File: src/div_pkg.sv
`default_nettype none

package div_pkg;

    localparam int XLEN = 64;
    localparam int WLEN = 32;

    typedef logic [XLEN-1:0] xlen_t;
    typedef logic [WLEN-1:0] word_t;

    // M extension funct3 field for the divide group
    typedef logic [2:0] funct3_t;

    localparam funct3_t F3_DIV  = 3'b100;
    localparam funct3_t F3_DIVU = 3'b101;
    localparam funct3_t F3_REM  = 3'b110;
    localparam funct3_t F3_REMU = 3'b111;

    // Divider iteration counter
    typedef logic [6:0] count_t;

    // Operand load step, then the step that shows the last quotient bit
    localparam count_t CNT_LOAD     = 7'd1;
    localparam count_t CNT_END_WORD = 7'd33;
    localparam count_t CNT_END_XLEN = 7'd65;

    typedef enum logic [1:0] {
        DIV_IDLE,
        DIV_RUN,
        DIV_DONE
    } div_state_t;

endpackage

`default_nettype wire

File: src/div_core.sv
`default_nettype none

module div_core
    import div_pkg::*;
(
    input  logic  clk,
    input  logic  rst,
    input  logic  issue,
    input  logic  op_signed,
    input  logic  op_word,
    input  xlen_t dividend,
    input  xlen_t divisor,
    output logic  busy,
    output logic  done,
    output xlen_t quotient,
    output xlen_t remainder
);

    div_state_t state;
    count_t     count;
    count_t     count_end;
    logic       load;

    // Operands as captured on issue
    logic  word_q;
    xlen_t dvd_q;
    xlen_t dvs_q;

    // Full width path, partial remainder window is acc_x[127:63]
    logic [2*XLEN-1:0] acc_x;
    logic [XLEN:0]     dvs_x;
    logic [XLEN:0]     sub_x;
    xlen_t             dvd_mag_x;
    xlen_t             quo_x;

    // Word path
    logic [2*WLEN-1:0] acc_w;
    logic [WLEN:0]     dvs_w;
    logic [WLEN:0]     sub_w;
    word_t             dvd_mag_w;
    word_t             quo_w;

    xlen_t mag_quo;
    xlen_t mag_rem;
    logic  neg_quo;
    logic  neg_rem;

    assign count_end = word_q ? CNT_END_WORD : CNT_END_XLEN;
    assign load      = (state == DIV_RUN) && (count == CNT_LOAD);
    assign busy      = (state != DIV_IDLE);
    assign done      = (state == DIV_DONE);

    always_ff @(posedge clk or posedge rst) begin
        if (rst) begin
            state <= DIV_IDLE;
            count <= '0;
        end else begin
            case (state)
                DIV_IDLE: begin
                    if (issue) begin
                        state <= DIV_RUN;
                        count <= CNT_LOAD;
                    end
                end
                DIV_RUN: begin
                    count <= count + 7'd1;
                    if (count == count_end - 7'd1) begin
                        state <= DIV_DONE;
                    end
                end
                DIV_DONE: begin
                    state <= DIV_IDLE;
                    count <= '0;
                end
                default: begin
                    state <= DIV_IDLE;
                    count <= '0;
                end
            endcase
        end
    end

    always_ff @(posedge clk) begin
        if (issue) begin
            word_q <= op_word;
            dvd_q  <= dividend;
            dvs_q  <= divisor;
        end
    end

    // Signedness is held by decode from the issue edge onwards
    assign dvd_mag_x = (op_signed && dvd_q[XLEN-1]) ? -dvd_q : dvd_q;
    assign dvd_mag_w = (op_signed && dvd_q[WLEN-1]) ? -dvd_q[WLEN-1:0] : dvd_q[WLEN-1:0];
    assign dvs_x = {1'b0, (op_signed && dvs_q[XLEN-1]) ? -dvs_q : dvs_q};
    assign dvs_w = {1'b0, (op_signed && dvs_q[WLEN-1]) ? -dvs_q[WLEN-1:0] : dvs_q[WLEN-1:0]};

    // Trial subtraction, a set top bit means the divisor did not fit
    assign sub_x = acc_x[2*XLEN-1:XLEN-1] - dvs_x;
    assign sub_w = acc_w[2*WLEN-1:WLEN-1] - dvs_w;

    always_ff @(posedge clk) begin
        if (load) begin
            acc_x <= {{XLEN{1'b0}}, dvd_mag_x};
            quo_x <= '0;
        end else if (state == DIV_RUN) begin
            if (sub_x[XLEN]) begin
                acc_x <= acc_x << 1;
                quo_x <= {quo_x[XLEN-2:0], 1'b0};
            end else begin
                acc_x <= {sub_x[XLEN-1:0], acc_x[XLEN-2:0], 1'b0};
                quo_x <= {quo_x[XLEN-2:0], 1'b1};
            end
        end
    end

    always_ff @(posedge clk) begin
        if (load) begin
            acc_w <= {{WLEN{1'b0}}, dvd_mag_w};
            quo_w <= '0;
        end else if (state == DIV_RUN) begin
            if (sub_w[WLEN]) begin
                acc_w <= acc_w << 1;
                quo_w <= {quo_w[WLEN-2:0], 1'b0};
            end else begin
                acc_w <= {sub_w[WLEN-1:0], acc_w[WLEN-2:0], 1'b0};
                quo_w <= {quo_w[WLEN-2:0], 1'b1};
            end
        end
    end

    // Last quotient bit comes straight from the final trial subtraction
    always_comb begin
        if (word_q) begin
            mag_quo = {{WLEN{1'b0}}, quo_w[WLEN-2:0], ~sub_w[WLEN]};
            mag_rem = {{WLEN{1'b0}}, sub_w[WLEN] ? acc_w[2*WLEN-2:WLEN-1] : sub_w[WLEN-1:0]};
        end else begin
            mag_quo = {quo_x[XLEN-2:0], ~sub_x[XLEN]};
            mag_rem = sub_x[XLEN] ? acc_x[2*XLEN-2:XLEN-1] : sub_x[XLEN-1:0];
        end
    end

    // Remainder follows the dividend sign
    assign neg_quo = op_signed & (word_q ? (dvd_q[WLEN-1] ^ dvs_q[WLEN-1])
                                         : (dvd_q[XLEN-1] ^ dvs_q[XLEN-1]));
    assign neg_rem = op_signed & (word_q ? dvd_q[WLEN-1] : dvd_q[XLEN-1]);

    always_comb begin
        quotient  = neg_quo ? -mag_quo : mag_quo;
        remainder = neg_rem ? -mag_rem : mag_rem;
        if (word_q) begin
            quotient[XLEN-1:WLEN]  = '0;
            remainder[XLEN-1:WLEN] = '0;
        end
    end

endmodule

`default_nettype wire

File: src/div_decode.sv
`default_nettype none

module div_decode
    import div_pkg::*;
(
    input  logic    clk,
    input  logic    rst,
    input  logic    start,
    input  funct3_t funct3,
    input  logic    word,
    input  xlen_t   dividend,
    input  xlen_t   divisor,
    input  logic    busy,
    output logic    issue,
    output logic    op_signed,
    output logic    op_rem,
    output logic    op_word,
    output logic    div_zero,
    output logic    overflow,
    output xlen_t   op_dividend
);

    logic dec_signed;
    logic dec_rem;
    logic dvd_min;
    logic dvs_ones;
    logic dec_zero;
    logic dec_overflow;

    // Start is dropped while an operation is in flight
    assign issue = start & ~busy;

    always_comb begin
        case (funct3)
            F3_DIV: begin
                dec_signed = 1'b1;
                dec_rem    = 1'b0;
            end
            F3_DIVU: begin
                dec_signed = 1'b0;
                dec_rem    = 1'b0;
            end
            F3_REM: begin
                dec_signed = 1'b1;
                dec_rem    = 1'b1;
            end
            F3_REMU: begin
                dec_signed = 1'b0;
                dec_rem    = 1'b1;
            end
            default: begin
                dec_signed = 1'b0;
                dec_rem    = 1'b0;
            end
        endcase
    end

    // Special cases at the selected width
    assign dec_zero = word ? (divisor[WLEN-1:0] == '0) : (divisor == '0);
    assign dvd_min  = word ? (dividend[WLEN-1:0] == {1'b1, {(WLEN-1){1'b0}}})
                           : (dividend == {1'b1, {(XLEN-1){1'b0}}});
    assign dvs_ones = word ? (divisor[WLEN-1:0] == '1) : (divisor == '1);
    assign dec_overflow = dec_signed & dvd_min & dvs_ones;

    always_ff @(posedge clk or posedge rst) begin
        if (rst) begin
            op_signed <= 1'b0;
            op_rem    <= 1'b0;
            op_word   <= 1'b0;
            div_zero  <= 1'b0;
            overflow  <= 1'b0;
        end else if (issue) begin
            op_signed <= dec_signed;
            op_rem    <= dec_rem;
            op_word   <= word;
            div_zero  <= dec_zero;
            overflow  <= dec_overflow;
        end
    end

    always_ff @(posedge clk) begin
        if (issue) begin
            op_dividend <= dividend;
        end
    end

endmodule

`default_nettype wire

File: src/div_result.sv
`default_nettype none

module div_result
    import div_pkg::*;
(
    input  logic  clk,
    input  logic  rst,
    input  logic  done,
    input  xlen_t quotient,
    input  xlen_t remainder,
    input  logic  op_rem,
    input  logic  op_word,
    input  logic  op_signed,
    input  logic  div_zero,
    input  logic  overflow,
    input  xlen_t op_dividend,
    output logic  result_valid,
    output xlen_t result
);

    xlen_t value;

    always_comb begin
        if (div_zero) begin
            // All ones quotient, dividend as remainder
            value = op_rem ? op_dividend : '1;
        end else if (overflow && op_signed) begin
            value = op_rem ? '0 : op_dividend;
        end else begin
            value = op_rem ? remainder : quotient;
        end
        // W forms always return a sign-extended word
        if (op_word) begin
            value = {{WLEN{value[WLEN-1]}}, value[WLEN-1:0]};
        end
    end

    always_ff @(posedge clk or posedge rst) begin
        if (rst) begin
            result_valid <= 1'b0;
            result       <= '0;
        end else begin
            result_valid <= done;
            if (done) begin
                result <= value;
            end
        end
    end

endmodule

`default_nettype wire

File: src/div_unit.sv
`default_nettype none

module div_unit
    import div_pkg::*;
(
    input  logic    clk,
    input  logic    rst,
    input  logic    start,
    input  funct3_t funct3,
    input  logic    word,
    input  xlen_t   dividend,
    input  xlen_t   divisor,
    output logic    busy,
    output logic    result_valid,
    output xlen_t   result
);

    logic  issue;
    logic  op_signed;
    logic  op_rem;
    logic  op_word;
    logic  div_zero;
    logic  overflow;
    xlen_t op_dividend;
    logic  done;
    xlen_t quotient;
    xlen_t remainder;

    div_decode div_decode_i (
        .clk         (clk),
        .rst         (rst),
        .start       (start),
        .funct3      (funct3),
        .word        (word),
        .dividend    (dividend),
        .divisor     (divisor),
        .busy        (busy),
        .issue       (issue),
        .op_signed   (op_signed),
        .op_rem      (op_rem),
        .op_word     (op_word),
        .div_zero    (div_zero),
        .overflow    (overflow),
        .op_dividend (op_dividend)
    );

    // Core takes the raw operands on the issue cycle
    div_core div_core_i (
        .clk       (clk),
        .rst       (rst),
        .issue     (issue),
        .op_signed (op_signed),
        .op_word   (word),
        .dividend  (dividend),
        .divisor   (divisor),
        .busy      (busy),
        .done      (done),
        .quotient  (quotient),
        .remainder (remainder)
    );

    div_result div_result_i (
        .clk          (clk),
        .rst          (rst),
        .done         (done),
        .quotient     (quotient),
        .remainder    (remainder),
        .op_rem       (op_rem),
        .op_word      (op_word),
        .op_signed    (op_signed),
        .div_zero     (div_zero),
        .overflow     (overflow),
        .op_dividend  (op_dividend),
        .result_valid (result_valid),
        .result       (result)
    );

endmodule

`default_nettype wire

File: config.mk
export PLATFORM = sky130hd
export DESIGN_NAME = div_unit
export DESIGN_NICKNAME = d
export VERILOG_FILES = /design/src/div_pkg.sv /design/src/div_core.sv /design/src/div_decode.sv /design/src/div_result.sv /design/src/div_unit.sv
export SDC_FILE = /design/constraint.sdc
export NUM_CORES = 2
export LEC_CHECK = 0
export BUFFER_PORTS_ARGS = -buffer_cell sky130_fd_sc_hd__buf_2
export CORE_ASPECT_RATIO = 1.75
export CORE_UTILIZATION = 63
export DETAILED_ROUTE_END_ITERATION = 8
export PLACE_DENSITY = 0.84
export SETUP_SLACK_MARGIN = 0.5
export SLEW_MARGIN = 20
export SYNTH_ARGS = -nofsm -noshare
export SYNTH_HDL_FRONTEND = slang
export SYNTH_SLANG_ARGS = --single-unit
File: constraint.sdc
create_clock -name clk -period 12.3 [get_ports clk]
set_input_delay 2.46 -clock clk [delete_from_list [all_inputs] [get_ports clk]]
set_output_delay 2.46 -clock clk [all_outputs]
set_load 0.01 [all_outputs]
# Yosys cells after proc, flatten, opt, wreduce, memory -nomap -nowiden
# Cells that the tools add are included.
dict set report word_totals {
  register_bits 494
  latch_bits 0
  mem_bits_rw 0
  rom_bits 0
  in_bits 135
  out_inout_bits 66
  wordCells 104
  mem_count 0
}
dict set report classes {
  n_addsub 10
  n_mul 0
  div 0
  n_lt_le_gt_ge 0
  n_eq_ne 13
  n_shift 0
  n_mux 39
  n_bitwise 10
  n_reduce_logical 14
}
# cell count
set op_table {}
lappend op_table {{64-bit 2-to-1 mux} 16}
lappend op_table {{64-bit negation} 4}
lappend op_table {{32-bit 2-to-1 mux} 7}
lappend op_table {{64-bit equality test, second input constant} 2}
lappend op_table {{128-bit 2-to-1 mux} 1}
lappend op_table {{65-bit by 64-bit subtractor with 65-bit output} 1}
lappend op_table {{32-bit equality test, second input constant} 2}
lappend op_table {{64-bit zero test} 1}
lappend op_table {{32-bit negation} 2}
lappend op_table {{33-bit by 32-bit subtractor with 33-bit output} 1}
lappend op_table {{32-bit zero test} 1}
lappend op_table {{7-bit 2-to-1 mux} 2}
lappend op_table {{7-bit case mux with 2 select lines} 1}
lappend op_table {{3-bit equality test, second input constant} 3}
lappend op_table {{1-bit 2-to-1 mux} 9}
lappend op_table {{7-bit by 1-bit adder with 7-bit output, second input constant} 1}
lappend op_table {{7-bit by 1-bit equality test with 1-bit output, second input constant} 1}
lappend op_table {{7-bit equality test} 1}
lappend op_table {{7-bit by 1-bit subtractor with 7-bit output, second input constant} 1}
lappend op_table {{1-bit logical AND} 6}
lappend op_table {{1-bit bitwise AND} 5}
lappend op_table {{2-bit 2-to-1 mux} 2}
lappend op_table {{2-bit case mux with 2 select lines} 1}
lappend op_table {{2-bit nonzero test} 2}
lappend op_table {{9 further kinds} 13}

# Longest topological paths before layout
dict set report depth {
  depth_word 12
  mapped_depth 43
  ltp_nobuf 38
}

# Modules after synthesis
# A second synthesis with hierarchy kept.
dict set report hier_totals {
  cells_unflattened 4530
  hier_area_um2 38406.8
}
# mod instances cells_each area_per_inst_um2 seq_area_each_um2
set modules_own_cells {}
lappend modules_own_cells {div_core 1 3861 31106.1 10755.3}
lappend modules_own_cells {div_result 1 514 4703.3 1626.6}
lappend modules_own_cells {div_decode 1 155 2597.5 2047.0}

# Worst setup path after synthesis
# OpenSTA, ideal clock, no wires.
dict set report synth_timing {
  kind {reg-to-reg}
  from {reg div_core_i.dvs_q[7]}
  to {reg div_result_i.result[58]}
  setup_ps 94
  arrival_time_ps 9143
  required_time_ps 12206
  path_slack_ps 3063
  stages_incl_launch_ff 44
  path_buffers 5
  period_less_slack_ps 9237
  path_cell_list {edfxtp_1 -> or3_1 -> or3_1 -> nor3_1 -> and2_1 -> and3b_1 -> nand2_1 -> or3_1 -> or4_1 -> nor2_1 -> nand2_1 -> nor2_1 -> and2_1 -> clkbuf_1 -> a21oi_1 -> xnor2_1 -> ha_1 -> buf_2 -> [8 not listed] -> buf_2 -> buf_2 -> a21boi_0 -> ha_1 -> o211ai_1 -> nor4_1 -> nand4_1 -> a21oi_1 -> o21ai_0 -> nand2b_1 -> nor3_1 -> nand2_1 -> o31ai_1 -> xnor2_1 -> a221oi_1 -> a21oi_1 -> nor2_1 -> a211oi_1}
}
dict set report synth_between {
  elab_chain_cells 12
  word_cells_on_any_way 22
  classes_between {add/sub: 6; mux: 14; bitwise: 2}
}
# item line_no
set synth_lines {}
lappend synth_lines {{start: declaration} div_core.sv:27} ;# xlen_t dvs_q;
lappend synth_lines {{start signal: assignment} div_core.sv:87} ;# dvs_q <= divisor;
lappend synth_lines {{64-bit negation or 32-bit negation (tied branches)} {div_core.sv:94, div_core.sv:95}}
lappend synth_lines {{64-bit 2-to-1 mux or 32-bit 2-to-1 mux (tied branches)} {div_core.sv:94, div_core.sv:95}}
lappend synth_lines {{65-bit by 64-bit subtractor with 65-bit output or 33-bit by 32-bit subtractor with 33-bit output (tied branches)} {div_core.sv:98, div_core.sv:99}}
lappend synth_lines {{64-bit 2-to-1 mux, or another cell as far along} div_core.sv:138} ;# mag_rem = sub_x[XLEN] ? acc_x[2*XLEN-2:XLEN-1] : sub_x[XLEN-1:0];
lappend synth_lines {{64-bit 2-to-1 mux} div_core.sv:133} ;# if (word_q) begin
lappend synth_lines {{64-bit negation (on tied branches)} {div_core.sv:149, div_core.sv:148}}
lappend synth_lines {{64-bit 2-to-1 mux (on tied branches)} {div_core.sv:149, div_core.sv:148}}
lappend synth_lines {{32-bit 2-to-1 mux} div_core.sv:150} ;# if (word_q) begin
lappend synth_lines {{64-bit 2-to-1 mux *} div_result.sv:30} ;# value = op_rem ? remainder : quotient;
lappend synth_lines {{64-bit 2-to-1 mux *} div_result.sv:27} ;# end else if (overflow && op_signed) begin
lappend synth_lines {{64-bit 2-to-1 mux *} div_result.sv:24} ;# if (div_zero) begin
lappend synth_lines {{64-bit 2-to-1 mux *} div_result.sv:33} ;# if (op_word) begin
lappend synth_lines {{end signal: assignment} div_result.sv:45} ;# result <= value;
lappend synth_lines {{end: declaration} div_result.sv:18} ;# output xlen_t result
# Every way passes the cells marked *; elsewhere a longest branch is shown, timed or not.
# A chain may end at the register's enable or synchronous reset.

# Worst setup path after layout
# Ends and elaborated chain as after synthesis.

==> out/metrics.cfg <==
[timing]
finalWorstSetupSlack_ns=1.45
hold_violations=0
period_needed_ns=10.85
worst_pin_slew_ns=1.15
fin_skew_ns=0.0298
rsz0062_at_grt=no
max-slew-margin-rel_pct=23.3
clock.fmax_mhz=92.1
setup_viol_count_final=0
setup-tns-final_ns=0
period_share_pct=88.2
final_max_slew_viol_count=0

[logic_synthesis]
synth_flop_cell=edfxtp_1
synth_top_area_share_pct=18.9
synthArstFlopShare_pct=16.0
synth_seq_cells=493
synth_warnings=0
synth_fp_nets=4744
synth_edf_count=224
synthesis.area_um2=35700
yosysUniqueCellTypes=106
synthCells=4504
ys_top_cells_by_area=edfxtp_1 19%, dfxtp_1 11%, nand2_1 7.1%
syn_avg_cell_area_um2=7.92
yosysSeqAreaShare_pct=35.1
yosysTopAreaCell=edfxtp_1

[critical_path]
worstPathArrival_ns=11.37
worst-path-buf-inv=0
cp_max_fo=8
rrSetupSlack_ns=1.45
required_ns=12.82
critPathCaptureType=flip-flop
max_stage_delay_ns=0.69
cp_top_family=simple AND/OR/NAND/NOR gates
worst_setup_path_start_kind=flip-flop
path_class=flip-flop to flip-flop
crit_slowest_cell=a21boi_0

[placement]
place_hpwl_mm=97.3
place_area_um2=36800
io_buffers=200
gp_congestion=1.07
place_ws_ns=1.68

[detailed_routing]
wire_per_inst_um=24.8
vias=36000
wirelength_mm=130
ant_nets=0
firstDrtPassIters=8
drtIter0Drc=4427
via_per_inst=6.87
drc_errors=4

[clock_network]
cts_buffers=46
htree_levels=2
cts_sinks=493
cts_tree=built
cts_buffer_depth=3
root_buffer=clkbuf_16
hold_buffers=0
post_cts_resized=0
clock_latency_ns=0.62
postCtsSetupRepairBufs=0
clk_pin_slew_ns=0.07

[power_and_ir_drop]
power_mw=12.8
p_leak_nw=14.6
vdd_drop_max_v=0.000243
p_sw_share_pct=52.9
sequentialPowerShare_pct=22.5
p_per_area_nw_per_um2=333
power_switching_mw=6.77
pwr-share-clk_pct=11.9
combPwrFrac_pct=65.6
p_int_mw=6.03

[final_layout]
fill_cells=4709
area_growth_pct=7.51
drive_gt1_share_pct=9.19
design_area_um2=38400
nets=4740
utilization_pct=68.4

[floorplanning]
num_rows=115
core-area_um2=56100
die_w_um=182
pin_count=201
dieArea_um2=57600
die_y_um=317
start_util_pct=63.6

[global_routing]
grt_usage_pct=44.5
overflow=0
grt_pass1_wl_mm=196
grt_pass1_vias=33700
grt_max_degree=181
antenna_found_initial=6

[flow_run]
drv_cap=0

[status]
outcome=finished, violations left
failed_checks=design-rule violations

[worst_hold_path]
min_path_type=flip-flop to flip-flop

## routing by layer
metal	track usage [%]	up-vias	wire (um)
met3	8.36	642	13200
li1	-	16300	-
met4	36.4	0	12700
met5	0	-	0
met1	50.6	16700	45100
met2	73.2	2359	59200
## power groups by stage
stage          Sequential [mW]  Combinational (mW)  Clock (mW)
2_1_floorplan             2.66                5.95           0
3_3_place_gp              2.87                7.94           0
4_1_cts                   2.85                8.08        1.51
5_1_grt                   2.92                9.00        1.57
6_report                  2.88                8.39        1.52
3_5_place_dp              2.88                8.04           0
## through the flow
stage	cells	hold WS, ns
2_1_floorplan	4504	0.441
3_3_place_gp	5154	0.449
3_5_place_dp	5154	0.457
4_1_cts	5240	0.469
5_1_grt	5242	0.488
6_report	5245	0.474
## final timing paths
kind,startpoint,to,cells after the start
setup / recovery,div_core_i.dvs_q[7],div_result_i.result[58],38
hold / removal,div_core_i.quo_w[15],div_core_i.quo_w[16],2
setup reg to reg,div_core_i.dvs_q[7],div_result_i.result[58],38
hold reg to reg,div_core_i.quo_w[15],div_core_i.quo_w[16],2
max in group asynchronous,rst,div_decode_i.div_zero,3
min in group asynchronous,rst,div_core_i.count[0],2
## sequential cells by signal, summed over array words and instances, names as in the netlist
name,count
div_core_i.acc_x,127
div_core_i.acc_w,64
div_core_i.dvd_q,64
div_core_i.dvs_q,64
div_result_i.result,64
div_core_i.quo_x,63
div_core_i.quo_w,31
div_core_i.count,7
div_core_i.state,2
div_core_i.word_q,1
div_decode_i.div_zero,1
div_decode_i.op_rem,1
div_decode_i.op_signed,1
div_decode_i.op_word,1
div_decode_i.overflow,1
div_result_i.result_valid,1
## cell type report
type,count,area (um^2),area share [%]
diodes,5,12.5,0.0326
inverters,51,205,0.535
flip-flops and latches,493,12500,32.6
multi-input cells,3657,21800,56.8
repair buffers,251,1410,3.67
clock inverters,35,359,0.936
well taps,702,878,2.29
clock buffers,51,1190,3.10
## placed cells by master, fill, tap and decap left out, types with 81 or more instances in the layout
cell type,synthesis,layout
o21ai_0,372,372
a21oi_1,457,456
buf_2,38,200
nand2_1,679,678
xor2_1,152,152
nor2_1,485,483
nor3_1,145,144
edfxtp_1,224,224
mux2i_1,89,89
dfxtp_1,190,190
ha_1,103,103
xnor2_1,223,223
nand4_1,81,81
## kinds of logic (layout without fill, tap and decap cells)
logic type	after synthesis	in the layout	share of synthesized area [%]
buffers and inverters	354	388	3.96
adder cells (fa/ha/maj)	105	105	3.72
other	0	5	0
AND/OR/NAND/NOR	1756	1756	22.3
multiplexers	100	100	2.85
AO/OA/AOI/OAI	1321	1321	22.9
XOR/XNOR	375	375	9.20
flip-flops	493	493	35.1
## cell usage after synthesis, types with 62 or more instances
| cell type | count |
|---|---|
| nand4_1 | 81 |
| nand2_1 | 679 |
| nand3_1 | 62 |
| o21ai_0 | 372 |
| ha_1 | 103 |
| nor4_1 | 77 |
| dfxtp_1 | 190 |
| xor2_1 | 152 |
| mux2i_1 | 89 |
| a211oi_1 | 77 |
| a21oi_1 | 457 |
| nor3_1 | 145 |
| xnor2_1 | 223 |
| dfrtp_1 | 79 |
| edfxtp_1 | 224 |
| clkbuf_1 | 224 |
| nor2_1 | 485 |
## worst reg2reg max path, delay by kind of cell (launching register included)
family | cells | cell delay, ns
compound gates | 14 | 3.62
xor+xnor | 2 | 0.32
fa+ha+maj | 2 | 0.72
flops | 1 | 0.47
simple gates | 20 | 5.62
Note: power is estimated with default switching activity, not from simulation.
